==> src/logic/ptc_defs.svh <==
`ifndef PTC_DEFS_SVH
`define PTC_DEFS_SVH

// APB address and data widths
`define PTC_AW 12
`define PTC_DW 32

// Program and data memory, one word per entry
`define PTC_MEM_WORDS 256
`define PTC_MEM_AW 8

// Register byte addresses
`define PTC_REG_CTRL   12'h000
`define PTC_REG_STATUS 12'h004
`define PTC_REG_CYCLES 12'h008

// Memory window 0x400 to 0x7FF
`define PTC_MEM_BASE 12'h400

// Core reset hold after a start
`define PTC_BOOT_CYCLES 4

`endif

==> src/logic/ptc_pkg.sv <==
package ptc_pkg;

  // Opcode byte, top 8 bits of an instruction word
  typedef enum logic [7:0] {
    OP_HALT = 8'h00,
    OP_LDI  = 8'h01,
    OP_LD   = 8'h02,
    OP_ST   = 8'h03,
    OP_ADD  = 8'h04,
    OP_ADDI = 8'h05,
    OP_BNZ  = 8'h06
  } ptc_op_e;

  // Memory operands and branch targets use imm[7:0]
  typedef struct packed {
    ptc_op_e     op;
    logic [23:0] imm;
  } ptc_instr_t;

  // STATUS register layout, bit 2 down to bit 0
  typedef struct packed {
    logic in_reset;
    logic halted;
    logic running;
  } ptc_status_t;

endpackage

==> src/logic/ptc_bus_if.sv <==
`timescale 1ns/100ps
`include "ptc_defs.svh"

// Wishbone-classic style word bus between core, controller and memory
interface ptc_bus_if ();

  logic                   cyc;
  logic                   stb;
  logic                   we;
  logic [`PTC_MEM_AW-1:0] addr;
  logic [`PTC_DW-1:0]     wdata;
  logic [`PTC_DW-1:0]     rdata;
  // One-cycle pulse, rdata valid alongside
  logic                   ack;

  modport master (
    output cyc, stb, we, addr, wdata,
    input  rdata, ack
  );

  modport slave (
    input  cyc, stb, we, addr, wdata,
    output rdata, ack
  );

endinterface

==> src/logic/ptc_core.sv <==
`timescale 1ns/100ps
`include "ptc_defs.svh"

module ptc_core
  import ptc_pkg::*;
(
  input  logic      clk,
  input  logic      rst_i,
  ptc_bus_if.master ibus,
  ptc_bus_if.master dbus,
  output logic      halted_o
);

  typedef enum logic [2:0] {
    S_IDLE,
    S_FETCH,
    S_IWAIT,
    S_EXEC,
    S_MEM,
    S_MWAIT,
    S_WB,
    S_HALT
  } state_e;

  state_e                 state_q;
  logic [`PTC_MEM_AW-1:0] pc_q;
  logic [`PTC_DW-1:0]     acc_q;
  ptc_op_e                op_q;
  logic [`PTC_MEM_AW-1:0] maddr_q;

  // Bus responses are taken through a register stage
  logic                   iack_q;
  logic                   dack_q;
  logic [`PTC_DW-1:0]     irdata_q;
  logic [`PTC_DW-1:0]     drdata_q;

  logic                   ireq;
  logic                   dreq;
  ptc_instr_t             instr;
  logic [`PTC_DW-1:0]     imm_sext;

  assign instr    = ptc_instr_t'(irdata_q);
  assign imm_sext = {{(`PTC_DW - 24){instr.imm[23]}}, instr.imm};

  always_ff @(posedge clk) begin
    if (rst_i) begin
      iack_q <= 1'b0;
      dack_q <= 1'b0;
    end else begin
      iack_q <= ibus.ack;
      dack_q <= dbus.ack;
    end
  end

  always_ff @(posedge clk) begin
    irdata_q <= ibus.rdata;
    drdata_q <= dbus.rdata;
  end

  // Request held from the issue state until ack
  assign ireq       = (state_q == S_FETCH) || (state_q == S_IWAIT);
  assign ibus.cyc   = ireq;
  assign ibus.stb   = ireq;
  assign ibus.we    = 1'b0;
  assign ibus.addr  = pc_q;
  assign ibus.wdata = '0;

  assign dreq       = (state_q == S_MEM) || (state_q == S_MWAIT);
  assign dbus.cyc   = dreq;
  assign dbus.stb   = dreq;
  assign dbus.we    = dreq && (op_q == OP_ST);
  assign dbus.addr  = maddr_q;
  assign dbus.wdata = acc_q;

  // Operand capture for the memory phase
  always_ff @(posedge clk) begin
    if (state_q == S_EXEC) begin
      op_q    <= instr.op;
      maddr_q <= instr.imm[`PTC_MEM_AW-1:0];
    end
  end

  always_ff @(posedge clk) begin
    if (rst_i) begin
      state_q <= S_IDLE;
      pc_q    <= '0;
      acc_q   <= '0;
    end else begin
      case (state_q)
        S_IDLE:  state_q <= S_FETCH;
        S_FETCH: state_q <= S_IWAIT;
        S_IWAIT: begin
          if (ibus.ack) begin
            state_q <= S_EXEC;
          end
        end
        S_EXEC: begin
          if (iack_q) begin
            state_q <= S_FETCH;
            pc_q    <= pc_q + 1'b1;
            case (instr.op)
              OP_LDI:  acc_q <= `PTC_DW'(instr.imm);
              OP_ADDI: acc_q <= acc_q + imm_sext;
              OP_BNZ: begin
                if (acc_q != '0) begin
                  pc_q <= instr.imm[`PTC_MEM_AW-1:0];
                end
              end
              OP_LD, OP_ST, OP_ADD: begin
                state_q <= S_MEM;
                pc_q    <= pc_q;
              end
              // HALT and unknown opcodes park the core
              default: begin
                state_q <= S_HALT;
                pc_q    <= pc_q;
              end
            endcase
          end
        end
        S_MEM: state_q <= S_MWAIT;
        S_MWAIT: begin
          if (dbus.ack) begin
            state_q <= S_WB;
          end
        end
        S_WB: begin
          if (dack_q) begin
            if (op_q == OP_LD) begin
              acc_q <= drdata_q;
            end else if (op_q == OP_ADD) begin
              acc_q <= acc_q + drdata_q;
            end
            pc_q    <= pc_q + 1'b1;
            state_q <= S_FETCH;
          end
        end
        default: state_q <= S_HALT;
      endcase
    end
  end

  assign halted_o = (state_q == S_HALT);

endmodule

==> src/flat_wrapper.sv <==
// flat-port wrapper written by rule: the top's interface ports become plain ports
module ptc_core_flat import ptc_pkg::*;
  (clk, rst_i, halted_o, ibus_cyc, ibus_stb, ibus_we, ibus_addr, ibus_wdata, ibus_rdata, ibus_ack, dbus_cyc, dbus_stb, dbus_we, dbus_addr, dbus_wdata, dbus_rdata, dbus_ack);
  ptc_bus_if ibus_i ();
  ptc_bus_if dbus_i ();
  input  logic clk;
  input  logic rst_i;
  output logic halted_o;
  output wire logic [$bits(ibus_i.cyc)-1:0] ibus_cyc;
  output wire logic [$bits(ibus_i.stb)-1:0] ibus_stb;
  output wire logic [$bits(ibus_i.we)-1:0] ibus_we;
  output wire logic [$bits(ibus_i.addr)-1:0] ibus_addr;
  output wire logic [$bits(ibus_i.wdata)-1:0] ibus_wdata;
  input wire logic [$bits(ibus_i.rdata)-1:0] ibus_rdata;
  input wire logic [$bits(ibus_i.ack)-1:0] ibus_ack;
  output wire logic [$bits(dbus_i.cyc)-1:0] dbus_cyc;
  output wire logic [$bits(dbus_i.stb)-1:0] dbus_stb;
  output wire logic [$bits(dbus_i.we)-1:0] dbus_we;
  output wire logic [$bits(dbus_i.addr)-1:0] dbus_addr;
  output wire logic [$bits(dbus_i.wdata)-1:0] dbus_wdata;
  input wire logic [$bits(dbus_i.rdata)-1:0] dbus_rdata;
  input wire logic [$bits(dbus_i.ack)-1:0] dbus_ack;
  assign ibus_cyc = ibus_i.cyc;
  assign ibus_stb = ibus_i.stb;
  assign ibus_we = ibus_i.we;
  assign ibus_addr = ibus_i.addr;
  assign ibus_wdata = ibus_i.wdata;
  assign ibus_i.rdata = ibus_rdata;
  assign ibus_i.ack = ibus_ack;
  assign dbus_cyc = dbus_i.cyc;
  assign dbus_stb = dbus_i.stb;
  assign dbus_we = dbus_i.we;
  assign dbus_addr = dbus_i.addr;
  assign dbus_wdata = dbus_i.wdata;
  assign dbus_i.rdata = dbus_rdata;
  assign dbus_i.ack = dbus_ack;
  ptc_core u_core (.clk(clk), .rst_i(rst_i), .ibus(ibus_i), .dbus(dbus_i), .halted_o(halted_o));
endmodule
==> config.mk <==
export PLATFORM = sky130hd
export DESIGN_NAME = ptc_core_flat
export DESIGN_NICKNAME = d
export VERILOG_FILES = /design/src/logic/ptc_pkg.sv /design/src/logic/ptc_bus_if.sv /design/src/logic/ptc_core.sv /design/src/flat_wrapper.sv
export VERILOG_INCLUDE_DIRS = /design/src /design/src/logic
export SDC_FILE = /design/constraint.sdc
export NUM_CORES = 1
export LEC_CHECK = 0
export ABC_AREA = 1
export BUFFER_PORTS_ARGS = -buffer_cell sky130_fd_sc_hd__buf_2
export CORE_MARGIN = 4
export CORE_UTILIZATION = 50
export CTS_CLUSTER_SIZE = 24
export DETAILED_ROUTE_END_ITERATION = 7
export GPL_ROUTABILITY_DRIVEN = 0
export PLACE_DENSITY = 0.71
export SLEW_MARGIN = 20
export SYNTH_ARGS = -nofsm -noshare
export SYNTH_HDL_FRONTEND = slang
export SYNTH_SLANG_ARGS = --single-unit
==> constraint.sdc <==
create_clock -name clk -period 2.7 [get_ports clk]
set_input_delay 0.27 -clock clk [delete_from_list [all_inputs] [get_ports clk]]
set_output_delay 0.27 -clock clk [all_outputs]
set_load 0.01 [all_outputs]
; Word level (Yosys, flattened, before mapping)
; Index checks and enable logic that the tools add are counted.
[word_totals]
register_bits = 125
inputBits = 68
out_inout_bits = 87
word_cells = 64
[classes]
addsub = 3
n_eq_ne = 23
mux = 17
n_reduce_logical = 12
[op_table]
columns = cell, n
row1 = 32-bit 2-to-1 mux, 4
row2 = 32-bit case mux with 2 select lines, 2
row3 = 32-bit adder, 2
row4 = 8-bit by 2-bit equality test with 1-bit output (second input constant), 4
row5 = 8-bit by 3-bit equality test with 1-bit output (second input constant), 4
row6 = 8-bit case mux with 2 select lines, 2
row7 = 32-bit nonzero test, 1
row8 = 8-bit 2-to-1 mux, 3
row9 = 3-bit case mux with 7 select lines, 1
row10 = 3-bit equality test (second input constant), 4
row11 = 3-bit 2-to-1 mux, 4
row12 = 8-bit by 1-bit adder with 8-bit output (second input constant), 1
row13 = 8-bit by 1-bit equality test with 1-bit output (second input constant), 1
row14 = 4-bit AND reduction, 2
row15 = 3-bit by 2-bit equality test with 1-bit output (second input constant), 2
row16 = 3-bit inequality test (second input constant), 2
row17 = 3-bit case mux with 2 select lines, 1
row18 = 3-bit OR reduction, 2
row19 = 5-bit AND reduction, 1
row20 = 2-bit by 1-bit inequality test with 1-bit output (second input constant), 2
row21 = 2-bit inequality test (second input constant), 2
row22 = 3-bit by 1-bit equality test with 1-bit output (second input constant), 1
row23 = 3-bit zero test, 1
row24 = 3-bit by 1-bit inequality test with 1-bit output (second input constant), 1
row25 = 4 further kinds, 5

; Logic depth before layout (Yosys ltp)
[logic_depth]
word_depth = 5
depth_mapped = 16
ltp_nobuf = 16

; Worst setup path after synthesis
; OpenSTA, ideal clock, no wires.
[synth_timing]
kind = reg-to-reg
start = reg u_core.acc_q[0], in the netlist u_core.dbus.wdata[0]
end = reg u_core.acc_q[12], in the netlist u_core.dbus.wdata[12]
setup_ns = 0.109
t_arrival_ns = 1.941
required_time_ns = 2.591
path_slack_ns = 0.650
path_stages_with_launch = 14
n_path_buf = 0
synth_period_minus_slack_ns = 2.050
path_cell_list = dfxtp_1 -> ha_1 -> fa_1 -> nand2_1 -> nand3_1 -> nand3_1 -> nand2_1 -> nand2_1 -> nand2_1 -> xor2_1 -> o21ai_0 -> nand3_1 -> nand2_1 -> inv_1
[synth_via]
elab_chain_len = 5
elab_cells_between_ends = 8
classes_between = add/sub: 2 / mux: 6
[synth_lines]
columns = element, line_no
row1 = start: declaration, ptc_core.sv:27  ; logic [`PTC_DW-1:0] acc_q;
row2 = start signal: assignment, ptc_core.sv:102  ; OP_LDI: acc_q <= `PTC_DW'(instr.imm);
row3 = start signal: assignment, ptc_core.sv:103  ; OP_ADDI: acc_q <= acc_q + imm_sext;
row4 = start signal: assignment, ptc_core.sv:130  ; acc_q <= drdata_q;
row5 = 32-bit adder, ptc_core.sv:132  ; acc_q <= acc_q + drdata_q;
row6 = 32-bit 2-to-1 mux, ptc_core.sv:131  ; end else if (op_q == OP_ADD) begin
row7 = 32-bit 2-to-1 mux, ptc_core.sv:129  ; if (op_q == OP_LD) begin
row8 = 32-bit 2-to-1 mux, ptc_core.sv:128  ; if (dack_q) begin
row9 = 32-bit case mux with 2 select lines (*), ptc_core.sv:89  ; case (state_q)
; Every way passes the cells marked *; elsewhere a longest branch is shown, timed or not. The select of a mux whose other input is x is not followed.
; A chain may end at the register's enable or synchronous reset.

; Final worst setup path
[layout_timing]
start = reg u_core.acc_q[0], in the netlist u_core.dbus.wdata[0]
end = reg u_core.acc_q[20], in the netlist u_core.dbus.wdata[20]
; The elaborated chain is that of the path after synthesis.

==> results.cfg <==
[outcome]
status = complete, no violations

[power]
internal_power_mw = 5.04
switching_power_mw = 4.01
seqPwrFrac_pct = 27.9
fin_total_pwr_mw = 9.05
p_sw_share_pct = 44.3
ir_drop_v = 0.000520
pwr-share-comb_pct = 46.4
clkPwrFrac_pct = 25.7
p_per_area_nw_per_um2 = 768
p_leak_nw = 6.72

[hold_path]
min_delay_path_depth = 3
hp-start = ibus_ack
hold_path.class = input port to flop
min_to = u_core.iack_q

[yosys]
async_flop_share_pct = 0
syn-cell-area_um2 = 9790
yosysMostFrequentCell = nand2_1
synth_top_area_cell = dfxtp_1
synth-edff-count = 16
synth_warnings = 0
synth_top_area_share_pct = 22.3
avgSynthCellArea_um2 = 6.05
ys_top_cells_by_area = dfxtp_1 22%, nand2_1 21%, inv_1 11%, ha_1 8.1%, nand3_1 6.6%
synthCells = 1619
ys_seq_area_share_pct = 27.2
yosysUniqueCellTypes = 43
ys_seq_elements = 125
synth_ff_type = dfxtp_1
synth_common_cells = 558 x nand2_1, 287 x inv_1, 136 x nor2_1

[clock_tree]
clock-sinks = 125
cts_setup_buffers = 0
cts_buffer_depth = 2
cts-buffers-inserted = 17
clk_latency_ns = 0.43
path_clk_slew_ns = 0.06
cts_root_buf = clkbuf_16
htreeDepth = 4
cts_tree = yes

[routing]
detail-route-antenna-nets = 0
drc = 0
dr_wl_met2_um = 13500
top_layer = met4
dr.pass1.iters = 6
vias_per_cell = 5.16
avgRoutedWirePerCell_um = 14.8
vias = 10700
drt_iter0_markers = 959
dr_wl_met3_um = 2570
wl_met1_um = 13700
wirelength_um = 30800

[placed_design]
hpwl_um = 23900
dpl_worst_slack_ns = 0.295
place_inst = 1984
io_buffers = 121
placed_cell_area_um2 = 10600

[timing]
fin_setup_tns_ns = 0
min_period_ns = 2.48
fin_ws_ns = 0.219
timing.slew.headroom_pct = 44.4
skew_ns = 0.00819
hold_ws_ns = 0.0633
final.period_utilization_pct = 91.9
worst_slew_pin_slew_ns = 0.827
hold_violations = 0
rsz0062_at_grt = false
finalSetupViolations = 0
maxSlewViolCount = 0
max_freq_mhz = 403

[critical_path]
cp_common_cell = nand2_1
reg2regPathDepth = 16
path_max_fanout = 5
critPathArrivalTime_ns = 2.81
startpoint_type = flop
r2r_start = u_core.dbus.wdata[0]
worstSetupEndpointType = flop
crit_required_ns = 3.03
r2r_slack_ns = 0.22
cp_slowest_cell = fa_1
path_cells = ha_1 -> fa_1 -> nand2_1 -> nand3_1 -> nand3_1 -> nand2_1 -> nand2_1 -> nand2_1 -> nand2_1 -> nand2_1 -> nand2_1 -> nand3_1 -> nand2_1 -> nand3_1 -> nand2_1 -> inv_1
worstSetupPathType = flop to flop
rr_endpoint = u_core.dbus.wdata[20]
cpPeakStageDelay_ns = 0.48

[floorplan]
io_pins = 155
die_w_um = 148
fp.coreArea_um2 = 19000
die_y_um = 148
row_count = 50
die_area_um2 = 21900
start_util_pct = 51.6

[layout]
final_area_um2 = 11800
antenna_cells = 0
nFillCells = 1803
layout.nets = 1940
syn_to_final_growth_pct = 20.4
layout.cells.non_filler = 2080
final_core_util_pct = 62.2
drive_gt1_share_pct = 9.89

[global_route]
antenna_found_initial = 0
first_global_vias = 9707
grt_overflow = 0
grt_max_degree = 43
grt_pass1_wl_um = 48300
grt_use_total_pct = 27.7

[run]
maxCapViolations = 0
==> kinds of logic (layout without fill, tap and decap cells) <==
group / count (synthesis) / after routing / share of synthesized area (%)
buf+inv: 353 / 522 / 15.2
other cells: 1 / 33 / 0.0383
fa+ha+maj: 65 / 65 / 8.46
xor+xnor: 24 / 24 / 2.15
flops: 125 / 125 / 27.2
simple gates: 878 / 878 / 36.9
compound gates: 173 / 173 / 10.0
==> registers in the layout (all words and copies together) (netlist names) <==
register	flops
u_core.op_q	8
u_core.dbus.wdata	32
u_core.dbus.addr	8
u_core.iack_q	1
u_core.drdata_q	32
u_core.state_q	3
u_core.ibus.addr	8
u_core.dack_q	1
u_core.instr	32
==> layer usage <==
metal | vias to the layer above | track usage, %
met2 | 505 | 44.0
met5 | - | 0
met1 | 4776 | 38.0
li1 | 5381 | -
met4 | 0 | 10.1
met3 | 65 | 4.45
==> worst max path at each step <==
stage	from	end	slack [ns]	depth (start not counted)
after global placement	u_core.dbus.wdata[0]	u_core.dbus.wdata[20]	0.34	16
after CTS	u_core.dbus.wdata[0]	u_core.dbus.wdata[20]	0.25	16
after global routing	u_core.dbus.wdata[0]	u_core.dbus.wdata[20]	0.06	16
after detailed placement	u_core.dbus.wdata[0]	u_core.dbus.wdata[20]	0.30	16
after floorplan	u_core.dbus.wdata[0]	u_core.dbus.wdata[12]	0.65	13
final	u_core.dbus.wdata[0]	u_core.dbus.wdata[20]	0.22	16
==> layout make-up <==
cell class                 count  area (um^2)  area share, %
inverter                     290         1090           9.24
timing repair buffer         200         1360           11.5
clock buffer                  17          425           3.61
sequential                   125         2660           22.6
tap                          260          325           2.76
multi-input combinational   1173         5760           48.9
clock inverter                15          161           1.37
==> worst max-delay path, delay by kind of cell, from the launching register on <==
family / cells / cell delay (ns)
adder cells (fa/ha/maj): 2 / 0.79
buffers and inverters: 1 / 0.03
AND/OR/NAND/NOR: 13 / 1.16
flip-flops: 1 / 0.40
==> repair_timing <==
action                    in CTS  in global routing
hold buffers                  64                  0
resized for setup              0                  0
hold endpoints to repair      64                  0
==> power groups by stage <==
stage                     Clock [mW]  Sequential [mW]  Combinational (mW)
after global placement             0             2.54                3.99
after CTS                       2.35             2.51                4.14
final                           2.33             2.53                4.20
after global routing            2.45             2.55                4.74
after floorplan                    0             2.48                2.98
after detailed placement           0             2.55                4.04
==> cell usage in the layout, fill, tap and decap left out, drive strengths merged, types with 16 or more instances in the layout <==
master	count
a21oi	83
nand2	559
nor2	138
conb	33
dfxtp	109
dlygate4sd3	64
xor2	18
edfxtp	16
nand3	130
o21ai	45
buf	136
ha	63
clkbuf	17
inv	295
nor3	16
(Power assumes the default switching activity.)
