==> src/logic/ptc_defs.svh <==
`ifndef PTC_DEFS_SVH
`define PTC_DEFS_SVH

// APB address and data widths
`define PTC_AW 12
`define PTC_DW 32

// Program and data memory, one word per entry
`define PTC_MEM_WORDS 256
`define PTC_MEM_AW 8

// Register byte addresses
`define PTC_REG_CTRL   12'h000
`define PTC_REG_STATUS 12'h004
`define PTC_REG_CYCLES 12'h008

// Memory window 0x400 to 0x7FF
`define PTC_MEM_BASE 12'h400

// Core reset hold after a start
`define PTC_BOOT_CYCLES 4

`endif

==> src/logic/ptc_pkg.sv <==
package ptc_pkg;

  // Opcode byte, top 8 bits of an instruction word
  typedef enum logic [7:0] {
    OP_HALT = 8'h00,
    OP_LDI  = 8'h01,
    OP_LD   = 8'h02,
    OP_ST   = 8'h03,
    OP_ADD  = 8'h04,
    OP_ADDI = 8'h05,
    OP_BNZ  = 8'h06
  } ptc_op_e;

  // Memory operands and branch targets use imm[7:0]
  typedef struct packed {
    ptc_op_e     op;
    logic [23:0] imm;
  } ptc_instr_t;

  // STATUS register layout, bit 2 down to bit 0
  typedef struct packed {
    logic in_reset;
    logic halted;
    logic running;
  } ptc_status_t;

endpackage

==> src/logic/ptc_bus_if.sv <==
`timescale 1ns/100ps
`include "ptc_defs.svh"

// Wishbone-classic style word bus between core, controller and memory
interface ptc_bus_if ();

  logic                   cyc;
  logic                   stb;
  logic                   we;
  logic [`PTC_MEM_AW-1:0] addr;
  logic [`PTC_DW-1:0]     wdata;
  logic [`PTC_DW-1:0]     rdata;
  // One-cycle pulse, rdata valid alongside
  logic                   ack;

  modport master (
    output cyc, stb, we, addr, wdata,
    input  rdata, ack
  );

  modport slave (
    input  cyc, stb, we, addr, wdata,
    output rdata, ack
  );

endinterface

==> src/logic/ptc_ctrl.sv <==
`timescale 1ns/100ps
`include "ptc_defs.svh"

module ptc_ctrl
  import ptc_pkg::*;
(
  input  logic               clk,
  input  logic               rst_i,
  input  logic [`PTC_AW-1:0] paddr_i,
  input  logic               psel_i,
  input  logic               penable_i,
  input  logic               pwrite_i,
  input  logic [`PTC_DW-1:0] pwdata_i,
  output logic [`PTC_DW-1:0] prdata_o,
  output logic               pready_o,
  output logic               pslverr_o,
  input  logic               halted_i,
  output logic               core_rst_o,
  ptc_bus_if.slave           cbus,
  ptc_bus_if.master          dbus
);

  localparam int BOOT_W = $clog2(`PTC_BOOT_CYCLES + 1);
  localparam logic [`PTC_AW-1:0] WIN_MASK = `PTC_AW'(4 * `PTC_MEM_WORDS - 1);

  logic              run_q;
  logic              running_q;
  logic [BOOT_W-1:0] boot_cnt_q;
  logic [`PTC_DW-1:0] cycles_q;
  ptc_status_t       status;

  logic access;
  logic sel_ctrl;
  logic sel_status;
  logic sel_cycles;
  logic sel_mem;
  logic bad_access;
  logic host_req;
  logic ctrl_wr;
  logic start;

  // APB decode
  assign access     = psel_i & penable_i;
  assign sel_ctrl   = (paddr_i == `PTC_REG_CTRL);
  assign sel_status = (paddr_i == `PTC_REG_STATUS);
  assign sel_cycles = (paddr_i == `PTC_REG_CYCLES);
  assign sel_mem    = ((paddr_i & ~WIN_MASK) == `PTC_MEM_BASE);

  // Window only open to the host while the core sits in reset
  assign bad_access = (sel_mem & ~status.in_reset)
                    | ~(sel_ctrl | sel_status | sel_cycles | sel_mem)
                    | (pwrite_i & (sel_status | sel_cycles));

  assign host_req  = access & sel_mem & status.in_reset;
  assign pready_o  = access & (~host_req | dbus.ack);
  assign pslverr_o = access & bad_access;

  assign ctrl_wr = access & pwrite_i & sel_ctrl;
  assign start   = ctrl_wr & pwdata_i[0] & ~run_q;

  assign core_rst_o = ~running_q;
  assign status     = '{in_reset: core_rst_o, halted: halted_i, running: running_q};

  // Run bit and boot sequencer
  always_ff @(posedge clk) begin
    if (rst_i) begin
      run_q      <= 1'b0;
      running_q  <= 1'b0;
      boot_cnt_q <= '0;
    end else if (ctrl_wr && !pwdata_i[0]) begin
      run_q     <= 1'b0;
      running_q <= 1'b0;
    end else if (start) begin
      run_q      <= 1'b1;
      boot_cnt_q <= BOOT_W'(`PTC_BOOT_CYCLES - 1);
    end else if (run_q && !running_q) begin
      // Release the core when the hold runs out
      if (boot_cnt_q == '0) begin
        running_q <= 1'b1;
      end else begin
        boot_cnt_q <= boot_cnt_q - 1'b1;
      end
    end
  end

  // Run-cycle counter, frozen once the core halts
  always_ff @(posedge clk) begin
    if (rst_i || start) begin
      cycles_q <= '0;
    end else if (running_q && !halted_i) begin
      cycles_q <= cycles_q + 1'b1;
    end
  end

  always_comb begin
    prdata_o = '0;
    if (sel_ctrl) begin
      prdata_o = `PTC_DW'(run_q);
    end else if (sel_status) begin
      prdata_o = `PTC_DW'(status);
    end else if (sel_cycles) begin
      prdata_o = cycles_q;
    end else if (sel_mem) begin
      prdata_o = dbus.rdata;
    end
  end

  // Data port arbiter, core while running and host otherwise
  assign dbus.cyc   = running_q ? cbus.cyc   : host_req;
  assign dbus.stb   = running_q ? cbus.stb   : host_req;
  assign dbus.we    = running_q ? cbus.we    : pwrite_i;
  assign dbus.addr  = running_q ? cbus.addr  : paddr_i[`PTC_MEM_AW+1:2];
  assign dbus.wdata = running_q ? cbus.wdata : pwdata_i;

  assign cbus.rdata = dbus.rdata;
  assign cbus.ack   = running_q & dbus.ack;

endmodule

==> src/flat_wrapper.sv <==
// flat-port wrapper written by rule: the top's interface ports become plain ports
module ptc_ctrl_flat import ptc_pkg::*;
  (clk, rst_i, paddr_i, psel_i, penable_i, pwrite_i, pwdata_i, prdata_o, pready_o, pslverr_o, halted_i, core_rst_o, cbus_cyc, cbus_stb, cbus_we, cbus_addr, cbus_wdata, cbus_rdata, cbus_ack, dbus_cyc, dbus_stb, dbus_we, dbus_addr, dbus_wdata, dbus_rdata, dbus_ack);
  ptc_bus_if cbus_i ();
  ptc_bus_if dbus_i ();
  input  logic clk;
  input  logic rst_i;
  input  logic [`PTC_AW-1:0] paddr_i;
  input  logic psel_i;
  input  logic penable_i;
  input  logic pwrite_i;
  input  logic [`PTC_DW-1:0] pwdata_i;
  output logic [`PTC_DW-1:0] prdata_o;
  output logic pready_o;
  output logic pslverr_o;
  input  logic halted_i;
  output logic core_rst_o;
  input wire logic [$bits(cbus_i.cyc)-1:0] cbus_cyc;
  input wire logic [$bits(cbus_i.stb)-1:0] cbus_stb;
  input wire logic [$bits(cbus_i.we)-1:0] cbus_we;
  input wire logic [$bits(cbus_i.addr)-1:0] cbus_addr;
  input wire logic [$bits(cbus_i.wdata)-1:0] cbus_wdata;
  output wire logic [$bits(cbus_i.rdata)-1:0] cbus_rdata;
  output wire logic [$bits(cbus_i.ack)-1:0] cbus_ack;
  output wire logic [$bits(dbus_i.cyc)-1:0] dbus_cyc;
  output wire logic [$bits(dbus_i.stb)-1:0] dbus_stb;
  output wire logic [$bits(dbus_i.we)-1:0] dbus_we;
  output wire logic [$bits(dbus_i.addr)-1:0] dbus_addr;
  output wire logic [$bits(dbus_i.wdata)-1:0] dbus_wdata;
  input wire logic [$bits(dbus_i.rdata)-1:0] dbus_rdata;
  input wire logic [$bits(dbus_i.ack)-1:0] dbus_ack;
  assign cbus_i.cyc = cbus_cyc;
  assign cbus_i.stb = cbus_stb;
  assign cbus_i.we = cbus_we;
  assign cbus_i.addr = cbus_addr;
  assign cbus_i.wdata = cbus_wdata;
  assign cbus_rdata = cbus_i.rdata;
  assign cbus_ack = cbus_i.ack;
  assign dbus_cyc = dbus_i.cyc;
  assign dbus_stb = dbus_i.stb;
  assign dbus_we = dbus_i.we;
  assign dbus_addr = dbus_i.addr;
  assign dbus_wdata = dbus_i.wdata;
  assign dbus_i.rdata = dbus_rdata;
  assign dbus_i.ack = dbus_ack;
  ptc_ctrl u_core (.clk(clk), .rst_i(rst_i), .paddr_i(paddr_i), .psel_i(psel_i), .penable_i(penable_i), .pwrite_i(pwrite_i), .pwdata_i(pwdata_i), .prdata_o(prdata_o), .pready_o(pready_o), .pslverr_o(pslverr_o), .halted_i(halted_i), .core_rst_o(core_rst_o), .cbus(cbus_i), .dbus(dbus_i));
endmodule
==> config.mk <==
export PLATFORM = sky130hd
export DESIGN_NAME = ptc_ctrl_flat
export DESIGN_NICKNAME = d
export VERILOG_FILES = /design/src/logic/ptc_pkg.sv /design/src/logic/ptc_bus_if.sv /design/src/logic/ptc_ctrl.sv /design/src/flat_wrapper.sv
export VERILOG_INCLUDE_DIRS = /design/src /design/src/logic
export SDC_FILE = /design/constraint.sdc
export NUM_CORES = 1
export LEC_CHECK = 0
export BUFFER_PORTS_ARGS = -buffer_cell sky130_fd_sc_hd__buf_2
export CAP_MARGIN = 20
export CORE_AREA = 4 4 90 92
export CTS_BUF_LIST = sky130_fd_sc_hd__clkbuf_4 sky130_fd_sc_hd__clkbuf_8
export CTS_CLUSTER_DIAMETER = 30
export CTS_CLUSTER_SIZE = 40
export DETAILED_ROUTE_END_ITERATION = 6
export DIE_AREA = 0 0 94 96
export PLACE_DENSITY = 0.91
export SKIP_CTS_REPAIR_TIMING = 1
export SLEW_MARGIN = 20
export SYNTH_ARGS = -nofsm -noshare
export SYNTH_HDL_FRONTEND = slang
export SYNTH_SLANG_ARGS = --single-unit
==> constraint.sdc <==
create_clock -name clk -period 3.55 [get_ports clk]
set_clock_uncertainty 0.05 [all_clocks]
set_input_delay 0.1775 -clock clk [delete_from_list [all_inputs] [get_ports clk]]
set_output_delay 0.1775 -clock clk [all_outputs]
set_load 0.005 [all_outputs]
# Word level (Yosys, flattened, before mapping)
# Index checks and enable logic that the tools add are counted.
word_totals:
  mem_bits_ro: 0
  mem_bits_rw: 0
  n_memories: 0
  register_bits: 37
  elab_cells: 60
  out_inout_bits: 111
  inputBits: 126
  latchBits: 0
op_classes:
  n_mux: 12
  eq_ne: 4
  bitwise: 25
  multipliers: 0
  magnitude_cmp: 0
  n_reduce_logical: 13
  add_sub_neg: 2
  n_shift: 0
  n_div: 0
op_table:
  columns: ["op", "count"]
  rows:
  - ["$mux 32", 5]
  - ["$add 32x1->32 const B", 1]
  - ["$and 1x1->1", 12]
  - ["$eq 12x3->1 const B", 1]
  - ["$eq 12x4->1 const B", 1]
  - ["$logic_not 12->1", 1]
  - ["$mux 3", 3]
  - ["$mux 8", 1]
  - ["$or 1x1->1", 7]
  - ["$not 1->1", 6]
  - ["$reduce_and 3->1", 2]
  - ["$logic_and 1x1->1", 3]
  - ["$logic_not 1->1", 3]
  - ["$logic_not 3->1", 1]
  - ["$mux 1", 3]
  - ["$sub 3x1->3 const B", 1]
  - ["$eq 2x1->1 const B", 1]
  - ["$ne 2x1->1 const B", 1]
  - ["$reduce_bool 2->1", 1]
  - ["$reduce_or 2->1", 1]
  - ["$logic_or 1x1->1", 1]

# Logic depth before layout (Yosys ltp)
# Gate-level depths: netlist of run 1.
logic_depth:
  word_depth: 8
  mapped_depth: 7
  depth_no_buf: 7

# Worst setup path after synthesis of run 1
# OpenSTA, ideal clock, no wires.
synth_path:
  kind: "register -> register"
  startpoint: "register u_core.cycles_q[3]"
  endpoint: "register u_core.cycles_q[21]"
  t_arrival_ps: 1674
  path_stages_with_launch: 7
  t_required_ps: 3368
  setup_ps: 132
  path_slack_ps: 1694
  cell_sequence: "dfxtp_1 -> nand4_2 -> or4_4 -> buf_6 -> clkbuf_1 -> o31ai_1 -> a21oi_1"
synth_between:
  elab_chain_cells: 1
synth_rtl:
  columns: ["element", "line", "rtl"]
  rows:
  - ["start: declaration", "ptc_ctrl.sv:29", "logic [`PTC_DW-1:0] cycles_q;"]
  - ["start signal: assignment", "ptc_ctrl.sv:91", "cycles_q <= cycles_q + 1'b1;"]
  - ["$add 32x1->32", "ptc_ctrl.sv:91", null]
# Every way passes these cells.
# A chain may end at the register's enable or synchronous reset.

# Worst setup path in the final report of run 1
layout_path:
  startpoint: "input paddr_i[4]"
  endpoint: "output prdata_o[4]"
layout_between:
  elab_chain_cells: 4
  word_cells_on_any_way: 6
  classes_between: "2 x eq/ne; 3 x mux; 1 x reduce/logical"
layout_rtl:
  columns: ["element", "line", "rtl"]
  rows:
  - ["start: declaration", "flat_wrapper.sv:8", "input logic [`PTC_AW-1:0] paddr_i;"]
  - ["$eq 12x4->1 (no line)", null, null]
  - ["$mux 32", "ptc_ctrl.sv:101", "end else if (sel_cycles) begin"]
  - ["$mux 32", "ptc_ctrl.sv:99", "end else if (sel_status) begin"]
  - ["$mux 32 *", "ptc_ctrl.sv:97", "if (sel_ctrl) begin"]
  - ["end: declaration", "flat_wrapper.sv:13", "output logic [`PTC_DW-1:0] prdata_o;"]
# Mark *: on every way between the ends. The rest lies on a longest branch, timed or not.

==> impl_metrics.json, run 1 <==
{
  "status": "finished clean",
  "min_period_ns": 2.44,
  "wl_um": 10800,
  "syn_nets": 495,
  "ys_types": 48,
  "netlist_area_mm2": 0.00304,
  "grt_pass1_vias": 3364,
  "via_per_inst": 5.37,
  "startpoint_type": "primary input",
  "ys.warnings.count": 0,
  "fillers": 668,
  "die_y_um": 96,
  "antenna_found_initial": 5,
  "synth_ff_type": "dfxtp_1",
  "slew_headroom_pct": 52.6,
  "track_usage_pct": 22.8,
  "grt-ovfl-total": 0,
  "grt_setup_unrepaired": "no",
  "min_path_type": "in -> reg",
  "vdd_drop_max_uv": 140,
  "powerDensity_mw_per_mm2": 242,
  "drive_above_1_share_pct": 53.0,
  "num_io_pins": 237,
  "slew_violations": 0,
  "clockBufferDepth": 2,
  "seq_area_frac_synth_pct": 24.3,
  "endpoint_kind": "output port",
  "arrival_ns": 2.21,
  "async_flop_share_pct": 0,
  "crit_required_ns": 3.32,
  "max_freq_mhz": 411,
  "worstMarginPinSlew_ns": 0.704,
  "numPortBuffers": 236,
  "clock-sinks": 37,
  "clk_pin_slew_ns": 0.07,
  "path_max_fanout": 29,
  "cts-buffers-inserted": 5,
  "hold_depth": 2,
  "coreArea_mm2": 0.00721,
  "path_class": "in -> out",
  "placementRows": 31,
  "clkLatencyLatePin_ns": 0.29,
  "total_power_mw": 1.01,
  "synth-edff-count": 0,
  "gp_congestion": 0.841,
  "cts_max_level": 2,
  "dieArea_mm2": 0.00902,
  "post-route-period-util_pct": 68.6,
  "layout_common_cells": "buf_2, mux2_2, dfxtp_1",
  "synth-seq-cells": 37,
  "syn_to_final_growth_pct": 37.5,
  "dp_hpwl_um": 8890,
  "min_to": "u_core.boot_cnt_q[1]$_SDFFE_PP0P_",
  "syn_area_per_cell_um2": 8.31,
  "worstReg2RegEnd": "u_core.cycles_q[22]$_SDFFE_PP0P_",
  "ant_nets": 0,
  "drtIter0Drc": 133,
  "hold_viol": 0,
  "synth_cells": 366,
  "reg2reg_from": "u_core.cycles_q[0]$_SDFFE_PP0P_",
  "fin_nets": 687,
  "start_util_pct": 42.2,
  "grt_first_pass_wirelength_um": 16300,
  "cts_tree": "yes",
  "die_w_um": 94,
  "cts-root-buf": "clkbuf_8",
  "wire_per_inst_um": 16.3,
  "grt_max_degree": 56,
  "mostFrequentLayoutCell": "buf_2",
  "drtPass1Iterations": 4,
  "startpoint": "paddr_i[4]",
  "r2r_cells": 5,
  "leakage_nw": 1.91,
  "setup_viol": 0,
  "r2r_slack_ns": 1.20,
  "drv_cap": 0,
  "setup-tns-final_ns": 0,
  "drc": 0,
  "hold_start": "rst_i",
  "num_vias": 3561,
  "holdWs_ns": 0.0710
}
## stage by stage
step                      instance area, um^2  setup WS [ns]  instances  utilization, %
after floorplan                          3040           1.69        366               -
after global placement                   4050           1.10        650            56.2
after detailed placement                 4050           1.10        650            56.2
after CTS                                4170           1.09        658            57.8
after global routing                     4190          0.966        663            58.0
final                                    4190           1.11        663            58.0
## synth_stat cells, types with 3 or more instances
library cell | number | area share (%)
mux2_2 | 40 | 15
dfxtp_1 | 37 | 24
buf_4 | 32 | 7.9
a22o_1 | 29 | 8.3
a21oi_1 | 22 | 3.6
nand2_1 | 21 | 2.6
nor2_1 | 19 | 2.3
clkbuf_1 | 17 | 2.1
o31ai_1 | 15 | 3.7
or4_1 | 15 | 3.7
o21ai_0 | 12 | 2.0
nand4_1 | 9 | 1.9
inv_1 | 8 | 0.99
or3_1 | 8 | 1.6
nand3_1 | 7 | 1.2
and4_1 | 6 | 1.7
nor3_1 | 6 | 0.99
nor2b_1 | 5 | 1.0
xnor2_1 | 5 | 1.4
xor2_1 | 5 | 1.4
nand2b_1 | 4 | 0.82
a21o_1 | 3 | 0.74
and2_1 | 3 | 0.62
buf_2 | 3 | 0.49
ha_1 | 3 | 1.2
nor3b_1 | 3 | 0.74
## flip-flops by register name, summed over array words and instances, names as in the netlist
name,count
u_core.boot_cnt_q,3
u_core.cycles_q,32
u_core.run_q,1
u_core.running_q,1
## layer usage
metal	up-vias	track usage (%)	wire length, um
met3	12	3.99	785
met1	1651	24.4	3970
met4	0	10.7	208
li1	1746	-	-
met2	152	43.4	5870
met5	-	0	0
## area by class of cell
class                   instances  area [um^2]  area share (%)
inverters                       8         30.0           0.717
diodes                          5         12.5           0.299
clock inverters                 2         37.5           0.897
flip-flops and latches         37          742            17.7
repair buffers                240         1210            28.9
well taps                      99          124            2.96
multi-input cells             266         1950            46.5
clock buffers                   6         82.6            1.97
## critical path, cell delays in order
cell,delay [ns]
buf_2,0.11
nor4_1,0.63
nand3_1,0.41
nor3b_2,0.24
buf_4,0.32
a22o_1,0.19
buf_2,0.12
## cell families (layout without fill, tap and decap cells)
kind of cell / Yosys count / in the layout / synth area share [%]
other: 0 / 5 / 0
AO/OA/AOI/OAI: 94 / 94 / 21.8
AND/OR/NAND/NOR: 117 / 117 / 22.2
adder cells (fa/ha/maj): 3 / 3 / 1.23
multiplexers: 42 / 42 / 15.5
buffers and inverters: 63 / 256 / 12.1
XOR/XNOR: 10 / 10 / 2.88
flip-flops: 37 / 37 / 24.3
## power breakdown
group / total [mW] / switching (mW) / internal (mW) / leakage [nW]
Clock: 0.385 / 0.157 / 0.228 / 0.0575
Combinational: 0.211 / 0.0889 / 0.122 / 1.56
Sequential: 0.415 / 0.00000158 / 0.415 / 0.298
Total: 1.01 / 0.246 / 0.765 / 1.91
## worst max-delay path by stage
stage / endpoint / slack [ns] / depth (start not counted)
2_1_floorplan: u_core.cycles_q[21]$_SDFFE_PP0P_ / 1.69 / 6
3_3_place_gp: prdata_o[6] / 1.10 / 7
3_5_place_dp: prdata_o[4] / 1.10 / 7
4_1_cts: prdata_o[4] / 1.09 / 7
5_1_grt: prdata_o[4] / 0.97 / 7
6_report: prdata_o[4] / 1.11 / 7
(Power assumes the default switching activity.)
==> run 2, diff against run 1 <==
- CORE_AREA: 4 4 90 92 -> not set
- CORE_MARGIN: not set -> 4
- CORE_UTILIZATION: not set -> 37
- DIE_AREA: 0 0 94 96 -> not set
- PLACE_DENSITY: 0.91 -> 0.86
- clock period: 3.55 -> 2.13 ns (I/O delays scaled with it)
==> impl_metrics.json, run 2 (synthesized netlist as in run 1, its figures left out) <==
{
  "path_class": "reg -> reg",
  "startpoint_type": "flop",
  "cts-buffers-inserted": 5,
  "p_clk_share_pct": 30.0,
  "cpPeakStageDelay_ns": 0.67,
  "drive_above_1_share_pct": 53.6,
  "place_area_mm2": 0.00411,
  "placementRows": 32,
  "worstMarginPinSlew_ns": 0.421,
  "fin_nets": 692,
  "top_register": "u_core.cycles_q",
  "drtPass1Iterations": 4,
  "comb_power_share_pct": 24.1,
  "drv_cap": 0,
  "path_max_fanout": 24,
  "mostFrequentLayoutCell": "buf_2",
  "powerDensity_mw_per_mm2": 360,
  "largest_register_ffs": 32,
  "ant_nets": 0,
  "critPathSlowestCell": "or4_4",
  "hold_viol": 0,
  "cts_tree": "yes",
  "track_usage_pct": 21.8,
  "leakage_nw": 1.92,
  "numPortBuffers": 236,
  "post-route-period-util_pct": 95.5,
  "internal-power_mw": 1.11,
  "num_io_pins": 237,
  "dieArea_mm2": 0.00974,
  "start_util_pct": 38.8,
  "die_w_um": 98.7,
  "reg2reg_from": "u_core.cycles_q[4]$_SDFFE_PP0P_",
  "power.switching_uw": 393,
  "grt-ovfl-total": 0,
  "r2r_slack_ns": 0.1,
  "fin_area_mm2": 0.00419,
  "status": "finished clean",
  "layout_common_cells": "buf_2, mux2_2, dfxtp_1",
  "p_sw_share_pct": 26.1,
  "top_regs": "u_core.cycles_q: 32 flops, u_core.boot_cnt_q: 3 flops",
  "clkLatencyLatePin_ns": 0.29,
  "multiInputGateArea_mm2": 0.00195,
  "hold_start": "rst_i",
  "p_seq_share_pct": 45.9,
  "num_vias": 3559,
  "drtIter0Drc": 91,
  "max_freq_mhz": 492,
  "cp.depth": 4,
  "dp_hpwl_um": 9550,
  "endpoint": "u_core.cycles_q[21]$_SDFFE_PP0P_",
  "r2r_cells": 4,
  "via_per_inst": 5.34,
  "slew_violations": 0,
  "setup-tns-final_ns": 0,
  "grt_pass1_vias": 3356,
  "wire_per_inst_um": 17.1,
  "clockBufferDepth": 2,
  "syn_to_final_growth_pct": 37.7,
  "fillers": 767,
  "antenna_found_initial": 3,
  "clock-sinks": 37,
  "vdd_drop_max_uv": 284,
  "drc": 0,
  "die_y_um": 98.7,
  "crit_family": "simple AND/OR/NAND/NOR gates",
  "grt_max_degree": 56,
  "grt_setup_unrepaired": "no",
  "seqCellArea_um2": 743,
  "cts_max_level": 2,
  "coreArea_mm2": 0.00785,
  "gp_congestion": 0.878,
  "clk_pin_slew_ns": 0.07,
  "grt_first_pass_wirelength_um": 17200,
  "setup_viol": 0,
  "min_period_ns": 2.03,
  "min_path_type": "in -> reg",
  "crit_buf_inv": 0,
  "wl_um": 11400,
  "endpoint_kind": "flop",
  "startpoint": "u_core.cycles_q[4]$_SDFFE_PP0P_",
  "arrival_ns": 2.21,
  "slew_headroom_pct": 71.9,
  "cts-root-buf": "clkbuf_8",
  "fin_util_pct": 53.4,
  "crit_path_cell_trace": "nand4_2, or4_4, or4_1, a21oi_1",
  "crit_required_ns": 2.30,
  "worstReg2RegEnd": "u_core.cycles_q[21]$_SDFFE_PP0P_"
}
-- run 2: layer usage --
| metal | part of all wire [%] | up-vias | track usage (%) |
|---|---|---|---|
| met5 | 0 | - | 0 |
| met2 | 55 | 136 | 41.8 |
| met1 | 36 | 1667 | 23.6 |
| met4 | 1.2 | 0 | 6.09 |
| met3 | 7.5 | 10 | 5.24 |
| li1 | - | 1746 | - |
-- run 2: cell type report --
cell class,instances,share of cell area [%]
Multi-Input combinational cell,266,46.5
Timing Repair Buffer,245,30.1
Sequential cell,37,17.7
Tap cell,102,3.05
Clock buffer,5,1.64
Inverter,8,0.717
Antenna cell,3,0.179
Clock inverter,1,0.119
-- run 2: how the worst min path moves through the flow --
stage	to	slack [ns]	cells after the start
global route	u_core.running_q$_SDFFE_PP0P_	0.04	2
floorplan	u_core.boot_cnt_q[1]$_SDFFE_PP0P_	0.13	1
finish	u_core.boot_cnt_q[1]$_SDFFE_PP0P_	0.006	2
detailed placement	u_core.boot_cnt_q[1]$_SDFFE_PP0P_	0.31	2
CTS	u_core.boot_cnt_q[1]$_SDFFE_PP0P_	0.009	2
global placement	u_core.boot_cnt_q[1]$_SDFFE_PP0P_	0.30	2
-- run 2: per-stage QoR --
stage,power [mW],hold slack [ns],instances,setup WS [ns]
CTS,1.52,0.00851,664,0.0897
finish,1.51,0.00642,667,0.0956
floorplan,0.866,0.126,366,0.274
global route,1.58,0.0376,667,0.0186
global placement,1.07,0.297,658,0.178
detailed placement,1.07,0.312,658,0.108
-- run 2: power by group through the flow --
stage	Clock [mW]	Combinational (mW)	Sequential, mW
after floorplan	0	0.159	0.707
final	0.452	0.363	0.691
after detailed placement	0	0.366	0.707
after CTS	0.457	0.368	0.691
after global placement	0	0.359	0.707
after global routing	0.487	0.398	0.691
